## src/logic/core_cfg.svh

```systemverilog
`ifndef CORE_CFG_SVH
`define CORE_CFG_SVH

// Datapath width
`define CORE_XLEN 32

// Register file geometry
`define CORE_NREGS 32
`define CORE_REG_AW 5

// Multiply pipeline depth, shared by hazard check and pipe
`define CORE_MUL_STAGES 5

`endif

```

## src/logic/isa_pkg.sv

```systemverilog
`default_nettype none

`include "core_cfg.svh"

package isa_pkg;

  typedef logic [31:0] instr_word_t;
  typedef logic [`CORE_REG_AW-1:0] reg_idx_t;
  typedef logic [`CORE_XLEN-1:0] xlen_t;
  typedef logic [6:0] opcode_t;

  // R-type layout, I-type immediate lives in funct7 and rs2
  typedef struct packed {
    logic [6:0] funct7;
    reg_idx_t rs2;
    reg_idx_t rs1;
    logic [2:0] funct3;
    reg_idx_t rd;
    opcode_t opcode;
  } rv_instr_t;

  localparam opcode_t OPC_OP = 7'b0110011;
  localparam opcode_t OPC_OP_IMM = 7'b0010011;

  localparam logic [2:0] F3_ADD_SUB = 3'b000;
  localparam logic [2:0] F3_SLL = 3'b001;
  localparam logic [2:0] F3_XOR = 3'b100;
  localparam logic [2:0] F3_SRL = 3'b101;
  localparam logic [2:0] F3_OR = 3'b110;
  localparam logic [2:0] F3_AND = 3'b111;
  localparam logic [2:0] F3_MUL = 3'b000;

  localparam logic [6:0] F7_BASE = 7'b0000000;
  localparam logic [6:0] F7_ALT = 7'b0100000;
  localparam logic [6:0] F7_MULDIV = 7'b0000001;

  typedef enum logic [2:0] {
    ALU_ADD,
    ALU_SUB,
    ALU_AND,
    ALU_OR,
    ALU_XOR,
    ALU_SLL,
    ALU_SRL,
    ALU_NONE
  } alu_op_t;

endpackage

`default_nettype wire

```

## src/logic/pipe_pkg.sv

```systemverilog
`default_nettype none

`include "core_cfg.svh"

package pipe_pkg;

  // Decode to ALU stage
  typedef struct packed {
    logic valid;
    isa_pkg::alu_op_t op;
    isa_pkg::reg_idx_t rd;
    isa_pkg::xlen_t a;
    isa_pkg::xlen_t b;
  } alu_req_t;

  // Decode to multiply pipe
  typedef struct packed {
    logic valid;
    isa_pkg::reg_idx_t rd;
    isa_pkg::xlen_t a;
    isa_pkg::xlen_t b;
  } mul_req_t;

  // Write request, also pending record and commit record
  typedef struct packed {
    logic valid;
    isa_pkg::reg_idx_t rd;
    isa_pkg::xlen_t data;
  } wb_req_t;

  // Register usage of the instruction held in decode
  typedef struct packed {
    isa_pkg::reg_idx_t rs1;
    isa_pkg::reg_idx_t rs2;
    isa_pkg::reg_idx_t rd;
    logic rs2_used;
    logic rd_used;
    logic is_alu;
  } src_regs_t;

  // One pending record per multiply stage, index 0 is stage 1
  typedef wb_req_t [`CORE_MUL_STAGES-1:0] mul_pend_t;

endpackage

`default_nettype wire

```

## src/logic/decode_stage.sv

```systemverilog
`default_nettype none

`include "core_cfg.svh"

module decode_stage (
  input  logic clk_i,
  input  logic rst_i,
  input  logic issue_valid_i,
  input  isa_pkg::instr_word_t issue_instr_i,
  input  logic stall_i,
  output isa_pkg::reg_idx_t rs1_idx_o,
  output isa_pkg::reg_idx_t rs2_idx_o,
  input  isa_pkg::xlen_t rs1_data_i,
  input  isa_pkg::xlen_t rs2_data_i,
  output pipe_pkg::src_regs_t src_regs_o,
  output logic issue_stall_o,
  output pipe_pkg::alu_req_t alu_req_o,
  output pipe_pkg::mul_req_t mul_req_o
);

  logic dec_valid_q;
  isa_pkg::rv_instr_t instr_q;
  isa_pkg::alu_op_t op;
  logic is_mul;
  logic use_imm;
  logic rd_used;
  logic stall;
  isa_pkg::reg_idx_t rd_eff;
  isa_pkg::xlen_t imm;

  // Stall only matters when something sits in the register
  assign stall         = dec_valid_q & stall_i;
  assign issue_stall_o = stall;

  always_ff @(posedge clk_i) begin
    if (!rst_i) begin
      dec_valid_q <= 1'b0;
    end else if (!stall) begin
      dec_valid_q <= issue_valid_i;
      instr_q     <= issue_instr_i;
    end
  end

  always_comb begin
    op      = isa_pkg::ALU_NONE;
    is_mul  = 1'b0;
    use_imm = 1'b0;
    case (instr_q.opcode)
      isa_pkg::OPC_OP: begin
        if (instr_q.funct7 == isa_pkg::F7_MULDIV) begin
          is_mul = (instr_q.funct3 == isa_pkg::F3_MUL);
        end else if (instr_q.funct7 == isa_pkg::F7_ALT) begin
          if (instr_q.funct3 == isa_pkg::F3_ADD_SUB) op = isa_pkg::ALU_SUB;
        end else if (instr_q.funct7 == isa_pkg::F7_BASE) begin
          case (instr_q.funct3)
            isa_pkg::F3_ADD_SUB: op = isa_pkg::ALU_ADD;
            isa_pkg::F3_SLL:     op = isa_pkg::ALU_SLL;
            isa_pkg::F3_XOR:     op = isa_pkg::ALU_XOR;
            isa_pkg::F3_SRL:     op = isa_pkg::ALU_SRL;
            isa_pkg::F3_OR:      op = isa_pkg::ALU_OR;
            isa_pkg::F3_AND:     op = isa_pkg::ALU_AND;
            default:             op = isa_pkg::ALU_NONE;
          endcase
        end
      end
      isa_pkg::OPC_OP_IMM: begin
        use_imm = 1'b1;
        case (instr_q.funct3)
          isa_pkg::F3_ADD_SUB: op = isa_pkg::ALU_ADD;
          isa_pkg::F3_XOR:     op = isa_pkg::ALU_XOR;
          isa_pkg::F3_OR:      op = isa_pkg::ALU_OR;
          isa_pkg::F3_AND:     op = isa_pkg::ALU_AND;
          // Shift immediates need a clean upper field
          isa_pkg::F3_SLL: begin
            if (instr_q.funct7 == isa_pkg::F7_BASE) op = isa_pkg::ALU_SLL;
          end
          isa_pkg::F3_SRL: begin
            if (instr_q.funct7 == isa_pkg::F7_BASE) op = isa_pkg::ALU_SRL;
          end
          default: op = isa_pkg::ALU_NONE;
        endcase
      end
      default: op = isa_pkg::ALU_NONE;
    endcase
  end

  // Unsupported encodings still flow down the ALU path, writing nothing
  assign rd_used = is_mul | (op != isa_pkg::ALU_NONE);
  assign rd_eff  = rd_used ? instr_q.rd : '0;
  assign imm     = {{(`CORE_XLEN-12){instr_q.funct7[6]}}, instr_q.funct7, instr_q.rs2};

  assign rs1_idx_o = instr_q.rs1;
  assign rs2_idx_o = instr_q.rs2;

  assign src_regs_o.rs1      = instr_q.rs1;
  assign src_regs_o.rs2      = instr_q.rs2;
  assign src_regs_o.rd       = rd_eff;
  assign src_regs_o.rs2_used = rd_used & ~use_imm;
  assign src_regs_o.rd_used  = rd_used;
  assign src_regs_o.is_alu   = dec_valid_q & ~is_mul;

  assign alu_req_o.valid = dec_valid_q & ~is_mul & ~stall_i;
  assign alu_req_o.op    = op;
  assign alu_req_o.rd    = rd_eff;
  assign alu_req_o.a     = rs1_data_i;
  assign alu_req_o.b     = use_imm ? imm : rs2_data_i;

  assign mul_req_o.valid = dec_valid_q & is_mul & ~stall_i;
  assign mul_req_o.rd    = rd_eff;
  assign mul_req_o.a     = rs1_data_i;
  assign mul_req_o.b     = rs2_data_i;

endmodule

`default_nettype wire

```

## src/logic/hazard_unit.sv

```systemverilog
`default_nettype none

`include "core_cfg.svh"

module hazard_unit (
  input  pipe_pkg::src_regs_t src_regs_i,
  input  pipe_pkg::wb_req_t alu_pend_i,
  input  pipe_pkg::mul_pend_t mul_pend_i,
  output logic stall_o
);

  logic dep;
  logic collide;

  // Any use of the decode registers against one pending destination
  function automatic logic conflict(input pipe_pkg::src_regs_t s, input pipe_pkg::wb_req_t p);
    logic live;
    live = p.valid && (p.rd != '0);
    conflict = live && ((p.rd == s.rs1) ||
                        (s.rs2_used && (p.rd == s.rs2)) ||
                        (s.rd_used && (p.rd == s.rd)));
  endfunction

  always_comb begin
    dep = conflict(src_regs_i, alu_pend_i);
    // Last mul stage is written through this cycle
    for (int i = 0; i < `CORE_MUL_STAGES - 1; i++) begin
      dep = dep | conflict(src_regs_i, mul_pend_i[i]);
    end
  end

  // Writeback is next cycle for the mul, ALU would land on the same port
  assign collide = src_regs_i.is_alu & mul_pend_i[`CORE_MUL_STAGES-2].valid;

  assign stall_o = dep | collide;

endmodule

`default_nettype wire

```

## src/logic/alu_stage.sv

```systemverilog
`default_nettype none

module alu_stage (
  input  logic clk_i,
  input  logic rst_i,
  input  pipe_pkg::alu_req_t req_i,
  output pipe_pkg::wb_req_t wb_o
);

  pipe_pkg::alu_req_t req_q;
  isa_pkg::xlen_t result;
  logic [4:0] shamt;

  always_ff @(posedge clk_i) begin
    if (!rst_i) begin
      req_q.valid <= 1'b0;
    end else begin
      req_q <= req_i;
    end
  end

  assign shamt = req_q.b[4:0];

  always_comb begin
    case (req_q.op)
      isa_pkg::ALU_ADD: result = req_q.a + req_q.b;
      isa_pkg::ALU_SUB: result = req_q.a - req_q.b;
      isa_pkg::ALU_AND: result = req_q.a & req_q.b;
      isa_pkg::ALU_OR:  result = req_q.a | req_q.b;
      isa_pkg::ALU_XOR: result = req_q.a ^ req_q.b;
      isa_pkg::ALU_SLL: result = req_q.a << shamt;
      isa_pkg::ALU_SRL: result = req_q.a >> shamt;
      default:          result = '0;
    endcase
  end

  // Same record serves as the pending entry for hazard checks
  assign wb_o.valid = req_q.valid;
  assign wb_o.rd    = req_q.rd;
  assign wb_o.data  = result;

endmodule

`default_nettype wire

```

## src/logic/mul_pipe.sv

```systemverilog
`default_nettype none

`include "core_cfg.svh"

module mul_pipe (
  input  logic clk_i,
  input  logic rst_i,
  input  pipe_pkg::mul_req_t req_i,
  output pipe_pkg::mul_pend_t pend_o,
  output pipe_pkg::wb_req_t wb_o
);

  localparam int unsigned NSTAGES = `CORE_MUL_STAGES;

  logic [NSTAGES-1:0] vld_q;
  isa_pkg::reg_idx_t rd_q [NSTAGES];
  isa_pkg::xlen_t data_q [NSTAGES];
  isa_pkg::xlen_t product;

  // Low half only
  assign product = req_i.a * req_i.b;

  always_ff @(posedge clk_i) begin
    if (!rst_i) begin
      vld_q <= '0;
    end else begin
      vld_q <= {vld_q[NSTAGES-2:0], req_i.valid};
    end
  end

  always_ff @(posedge clk_i) begin
    rd_q[0]   <= req_i.rd;
    data_q[0] <= product;
    for (int i = 1; i < NSTAGES; i++) begin
      rd_q[i]   <= rd_q[i-1];
      data_q[i] <= data_q[i-1];
    end
  end

  always_comb begin
    for (int i = 0; i < NSTAGES; i++) begin
      pend_o[i].valid = vld_q[i];
      pend_o[i].rd    = rd_q[i];
      pend_o[i].data  = data_q[i];
    end
  end

  assign wb_o = pend_o[NSTAGES-1];

endmodule

`default_nettype wire

```

## src/logic/rbank.sv

```systemverilog
`default_nettype none

`include "core_cfg.svh"

module rbank (
  input  logic clk_i,
  input  logic rst_i,
  input  isa_pkg::reg_idx_t rs1_idx_i,
  input  isa_pkg::reg_idx_t rs2_idx_i,
  output isa_pkg::xlen_t rs1_data_o,
  output isa_pkg::xlen_t rs2_data_o,
  input  pipe_pkg::wb_req_t alu_wb_i,
  input  pipe_pkg::wb_req_t mul_wb_i,
  output pipe_pkg::wb_req_t commit_o
);

  isa_pkg::xlen_t regs_q [`CORE_NREGS];
  pipe_pkg::wb_req_t wr;
  pipe_pkg::wb_req_t commit_q;
  logic wr_en;

  // Hazard unit keeps the two sources apart
  assign wr    = alu_wb_i.valid ? alu_wb_i : mul_wb_i;
  assign wr_en = wr.valid && (wr.rd != '0);

  // Write-through read with x0 pinned to zero
  function automatic isa_pkg::xlen_t read_port(input isa_pkg::reg_idx_t idx,
                                               input isa_pkg::xlen_t stored,
                                               input logic en,
                                               input pipe_pkg::wb_req_t w);
    if (idx == '0) begin
      read_port = '0;
    end else if (en && (w.rd == idx)) begin
      read_port = w.data;
    end else begin
      read_port = stored;
    end
  endfunction

  assign rs1_data_o = read_port(rs1_idx_i, regs_q[rs1_idx_i], wr_en, wr);
  assign rs2_data_o = read_port(rs2_idx_i, regs_q[rs2_idx_i], wr_en, wr);

  always_ff @(posedge clk_i) begin
    if (wr_en) begin
      regs_q[wr.rd] <= wr.data;
    end
  end

  always_ff @(posedge clk_i) begin
    if (!rst_i) begin
      commit_q.valid <= 1'b0;
    end else begin
      commit_q.valid <= wr_en;
      commit_q.rd    <= wr.rd;
      commit_q.data  <= wr.data;
    end
  end

  assign commit_o = commit_q;

endmodule

`default_nettype wire

```

## src/logic/core_backend.sv

```systemverilog
`default_nettype none

module core_backend (
  input  logic clk_i,
  input  logic rst_i,
  input  logic issue_valid_i,
  input  isa_pkg::instr_word_t issue_instr_i,
  output logic issue_stall_o,
  output logic commit_valid_o,
  output isa_pkg::reg_idx_t commit_rd_o,
  output isa_pkg::xlen_t commit_data_o
);

  logic dec_stall;
  isa_pkg::reg_idx_t rs1_idx;
  isa_pkg::reg_idx_t rs2_idx;
  isa_pkg::xlen_t rs1_data;
  isa_pkg::xlen_t rs2_data;
  pipe_pkg::src_regs_t src_regs;
  pipe_pkg::alu_req_t alu_req;
  pipe_pkg::mul_req_t mul_req;
  pipe_pkg::wb_req_t alu_wb;
  pipe_pkg::wb_req_t mul_wb;
  pipe_pkg::mul_pend_t mul_pend;
  pipe_pkg::wb_req_t commit;

  decode_stage decode_stage (
    .clk_i         (clk_i),
    .rst_i         (rst_i),
    .issue_valid_i (issue_valid_i),
    .issue_instr_i (issue_instr_i),
    .stall_i       (dec_stall),
    .rs1_idx_o     (rs1_idx),
    .rs2_idx_o     (rs2_idx),
    .rs1_data_i    (rs1_data),
    .rs2_data_i    (rs2_data),
    .src_regs_o    (src_regs),
    .issue_stall_o (issue_stall_o),
    .alu_req_o     (alu_req),
    .mul_req_o     (mul_req)
  );

  hazard_unit hazard_unit (
    .src_regs_i (src_regs),
    .alu_pend_i (alu_wb),
    .mul_pend_i (mul_pend),
    .stall_o    (dec_stall)
  );

  alu_stage alu_stage (
    .clk_i (clk_i),
    .rst_i (rst_i),
    .req_i (alu_req),
    .wb_o  (alu_wb)
  );

  mul_pipe mul_pipe (
    .clk_i  (clk_i),
    .rst_i  (rst_i),
    .req_i  (mul_req),
    .pend_o (mul_pend),
    .wb_o   (mul_wb)
  );

  rbank rbank (
    .clk_i      (clk_i),
    .rst_i      (rst_i),
    .rs1_idx_i  (rs1_idx),
    .rs2_idx_i  (rs2_idx),
    .rs1_data_o (rs1_data),
    .rs2_data_o (rs2_data),
    .alu_wb_i   (alu_wb),
    .mul_wb_i   (mul_wb),
    .commit_o   (commit)
  );

  assign commit_valid_o = commit.valid;
  assign commit_rd_o    = commit.rd;
  assign commit_data_o  = commit.data;

endmodule

`default_nettype wire

```

## config.mk

```make
export PLATFORM = sky130hd
export DESIGN_NAME = core_backend
export DESIGN_NICKNAME = d
export VERILOG_FILES = /design/src/logic/isa_pkg.sv /design/src/logic/pipe_pkg.sv /design/src/logic/decode_stage.sv /design/src/logic/hazard_unit.sv /design/src/logic/alu_stage.sv /design/src/logic/mul_pipe.sv /design/src/logic/rbank.sv /design/src/logic/core_backend.sv
export VERILOG_INCLUDE_DIRS = /design/src /design/src/logic
export SDC_FILE = /design/constraint.sdc
export NUM_CORES = 2
export LEC_CHECK = 0
export BUFFER_PORTS_ARGS = -buffer_cell sky130_fd_sc_hd__buf_2
export CELL_PAD_IN_SITES_DETAIL_PLACEMENT = 1
export CELL_PAD_IN_SITES_GLOBAL_PLACEMENT = 2
export CORE_ASPECT_RATIO = 1.75
export CORE_MARGIN = 3
export CORE_UTILIZATION = 50
export CTS_CLUSTER_DIAMETER = 60
export DETAILED_ROUTE_END_ITERATION = 8
export PLACE_DENSITY_LB_ADDON = 0.12
export SYNTH_ARGS = -nofsm -noshare
export SYNTH_HDL_FRONTEND = slang
export SYNTH_SLANG_ARGS = --single-unit
```

## constraint.sdc

```tcl
create_clock -name clk_i -period 40.4 [get_ports clk_i]
set_clock_uncertainty 0.15 [all_clocks]
set_input_delay 2.02 -clock clk_i [delete_from_list [all_inputs] [get_ports clk_i]]
set_output_delay 2.02 -clock clk_i [all_outputs]
set_load 0.05 [all_outputs]
```

==> results.py <==
metrics = {
    "global_route": {
        "grt_max_degree": 103,
        "grt_pass1_wl_mm": 494,
        "globalRouteOverflowTotal": 0,
        "grt_pass1_vias": 62459,
        "grt_use_total": 0.424,
        "antenna_found_initial": 36,
    },
    "die": {
        "core_area_mm2": 0.165,
        "die_area_mm2": 0.171,
        "die_x_um": 314,
        "ios": 74,
        "num_rows": 197,
        "chipHeight_um": 544,
        "initial_core_util": 0.503,
    },
    "setup_path": {
        "reg2reg_slack_ns": 25.98,
        "slowest_delay_ns": 0.89,
        "rr_startpoint": "alu_stage.req_q[1]$_DFFE_PP_",
        "crit_end": "mul_pipe.data_q[0][31]$_DFF_P_",
        "cp_max_fo": 34,
        "crit_type": "reg2reg",
        "cp-end-kind": "flop",
        "cp.arrival_ns": 14.95,
        "r2r_cells": 39,
        "crit_start": "alu_stage.req_q[1]$_DFFE_PP_",
        "cpMostUsedCell": "xnor2_1",
        "cp_data_required_time_ns": 40.93,
        "slowest_stage": "nand2_1",
        "timing.rr.end": "mul_pipe.data_q[0][31]$_DFF_P_",
        "critPathLaunchType": "flop",
    },
    "route": {
        "drt_pass1_iterations": 6,
        "avgViaCountPerCell": 6.81,
        "wl_mm": 358,
        "drtAntennaViolNets": 0,
        "vias": 58107,
        "avgRoutedWirePerCell_um": 42.0,
        "drc": 0,
        "drt-initial-drc-count": 6546,
    },
    "sta": {
        "fmax_mhz": 69.3,
        "finalHoldViolations": 0,
        "slew-limit-headroom": -0.126,
        "setup_violations": 0,
        "setup_tns_ns": 0,
        "fin_crit_ns": 14.42,
        "rsz0062_at_grt": "false",
        "tightest_slew_ns": 1.68,
        "slew_violations": 6,
        "fin_crit_sh": 0.357,
    },
    "flow_run": {
        "drv_cap": 1,
    },
    "min_path": {
        "hold_start": "mul_pipe.data_q[3][18]$_DFF_P_",
        "hold_class": "reg2reg",
    },
    "layout": {
        "syn_to_final_growth_pct": 9.99,
        "finish.net_count": 6894,
        "n_fill_cell": 16080,
        "drive_gt1_frac": 0.200,
    },
    "logic_synthesis": {
        "synthFlopType": "edfxtp_1",
        "async_flop_share": 0,
        "synth_edf_count": 1165,
        "synth.top_cells.by_count": "edfxtp_1 (1,165), inv_1 (612), mux4_2 (591)",
        "yosys.area.top_type_share": 0.422,
        "syn_area_per_cell_um2": 13.5,
        "synth-seq-cells": 1368,
        "yosys_warnings": 0,
        "synth_cell_types": 107,
        "synthesis.area_mm2": 0.0828,
        "syn_inst": 6118,
        "yosysSeqAreaShare": 0.471,
        "synth_area_leaders": "edfxtp_1 (42%), mux4_2 (16%), fa_1 (9.9%), dfxtp_1 (4.9%), ha_1 (3.3%)",
        "synth_top_cell_by_area": "edfxtp_1",
        "yosysMostFrequentCell": "edfxtp_1",
    },
    "run_status": {
        "outcome": "finished, violations left",
        "violations": "capacitance limit, slew limit",
    },
    "clock_tree": {
        "cts_setup_buffers": 0,
        "clockBufferDepth": 4,
        "htree_levels": 4,
        "cts_buffers": 143,
        "cts_resized": 0,
        "cts-hold-fix-buffers": 0,
        "cts_tree": "built",
        "clock-root-buffer": "clkbuf_16",
        "cts_num_sinks": 1368,
        "clk_pin_slew_ns": 0.06,
        "clock_latency_ns": 0.83,
    },
    "place": {
        "hpwlAfterDp_mm": 248,
        "portBuffers": 73,
        "gp_congestion": 1.02,
    },
}
## through the flow
stage               area [um2]  hold slack, ns   util  cells  setup slack (ns)
global route             91100           0.138  0.553   8524             25.47
floorplan                82900           0.160      -   6149             27.66
finish                   91100           0.136  0.553   8536             25.98
CTS                      90900           0.135  0.552   8509             26.22
detailed placement       86500           0.163  0.525   8270             26.25
global placement         86500           0.160  0.525   8270             26.46
## flip-flops by register name (all words and copies together), names as in the netlist, named ones only
register	count
alu_stage.req_q	67
alu_stage.wb_o	6
decode_stage.dec_valid_q	1
decode_stage.imm	7
decode_stage.instr_q	15
decode_stage.rs1_idx_o	5
decode_stage.rs2_idx_o	5
mul_pipe.data_q	160
mul_pipe.rd_q	25
mul_pipe.vld_q	5
rbank.commit_o	38
rbank.regs_q	1024
## layer usage
layer  vias up  share of wire  GRT usage
li1      22713              -          -
met3      1516          0.082      0.110
met5         -        0.00076    0.00653
met2      3448           0.49      0.703
met4        18           0.12      0.416
met1     30412           0.30      0.428
## kinds of logic after synthesis
group,share of synthesized area
flops,0.471
simple gates,0.0725
buf+inv,0.0496
mux,0.192
compound gates,0.0592
fa+ha+maj,0.132
xor+xnor,0.0231
other cells,0.0000453
## critical path: cells and delay by family (launching register included)
| family | cells | cell delay [ns] |
|---|---|---|
| AOI/OAI and AO/OA | 7 | 2.94 |
| xor gates and xnor gates | 12 | 2.39 |
| adders and majority gates | 10 | 4.78 |
| buffers and inverters | 3 | 0.94 |
| DFF | 1 | 0.37 |
| and+or+nand+nor | 7 | 2.69 |
## cell usage in the layout (no fill, tap or decap), types with 42 or more instances in the layout
cell type and instances:
buf_2 72, dfxtp_1 193, clkbuf_16 149, inv_1 610, nor2_1 424, a21oi_1 162
ha_1 220, mux2i_1 196, o21ai_0 129, and2_1 42, nor2b_1 59, nand3_1 63
mux4_2 591, xor2_1 59, mux2_2 51, buf_4 230, xnor2_1 146, nor3_1 77
a22oi_1 56, nand2_1 474, fa_1 409, edfxtp_1 1165
## worst min-delay path by stage
stage / slack (ns) / cells past startpoint / to
after floorplan: 0.16 / 0 / mul_pipe.data_q[1][0]$_DFF_P_
after global placement: 0.16 / 0 / mul_pipe.data_q[4][22]$_DFF_P_
after detailed placement: 0.16 / 0 / mul_pipe.data_q[1][7]$_DFF_P_
after CTS: 0.14 / 0 / mul_pipe.data_q[4][18]$_DFF_P_
after global routing: 0.14 / 0 / mul_pipe.data_q[4][18]$_DFF_P_
final: 0.14 / 0 / mul_pipe.data_q[4][18]$_DFF_P_
## final cells by class
type,count,area [um2],area share
sequential,1368,39100,0.429
clock buffer,173,3830,0.0420
multi-input combinational,3783,40200,0.442
clock inverter,66,578,0.00635
antenna,23,57.6,0.000632
tap,2189,2740,0.0301
timing repair buffer,310,2230,0.0245
inverter,624,2340,0.0257
Power is not shown: default switching activity piles up to over one toggle a cycle in this logic, so the estimate is an artifact.
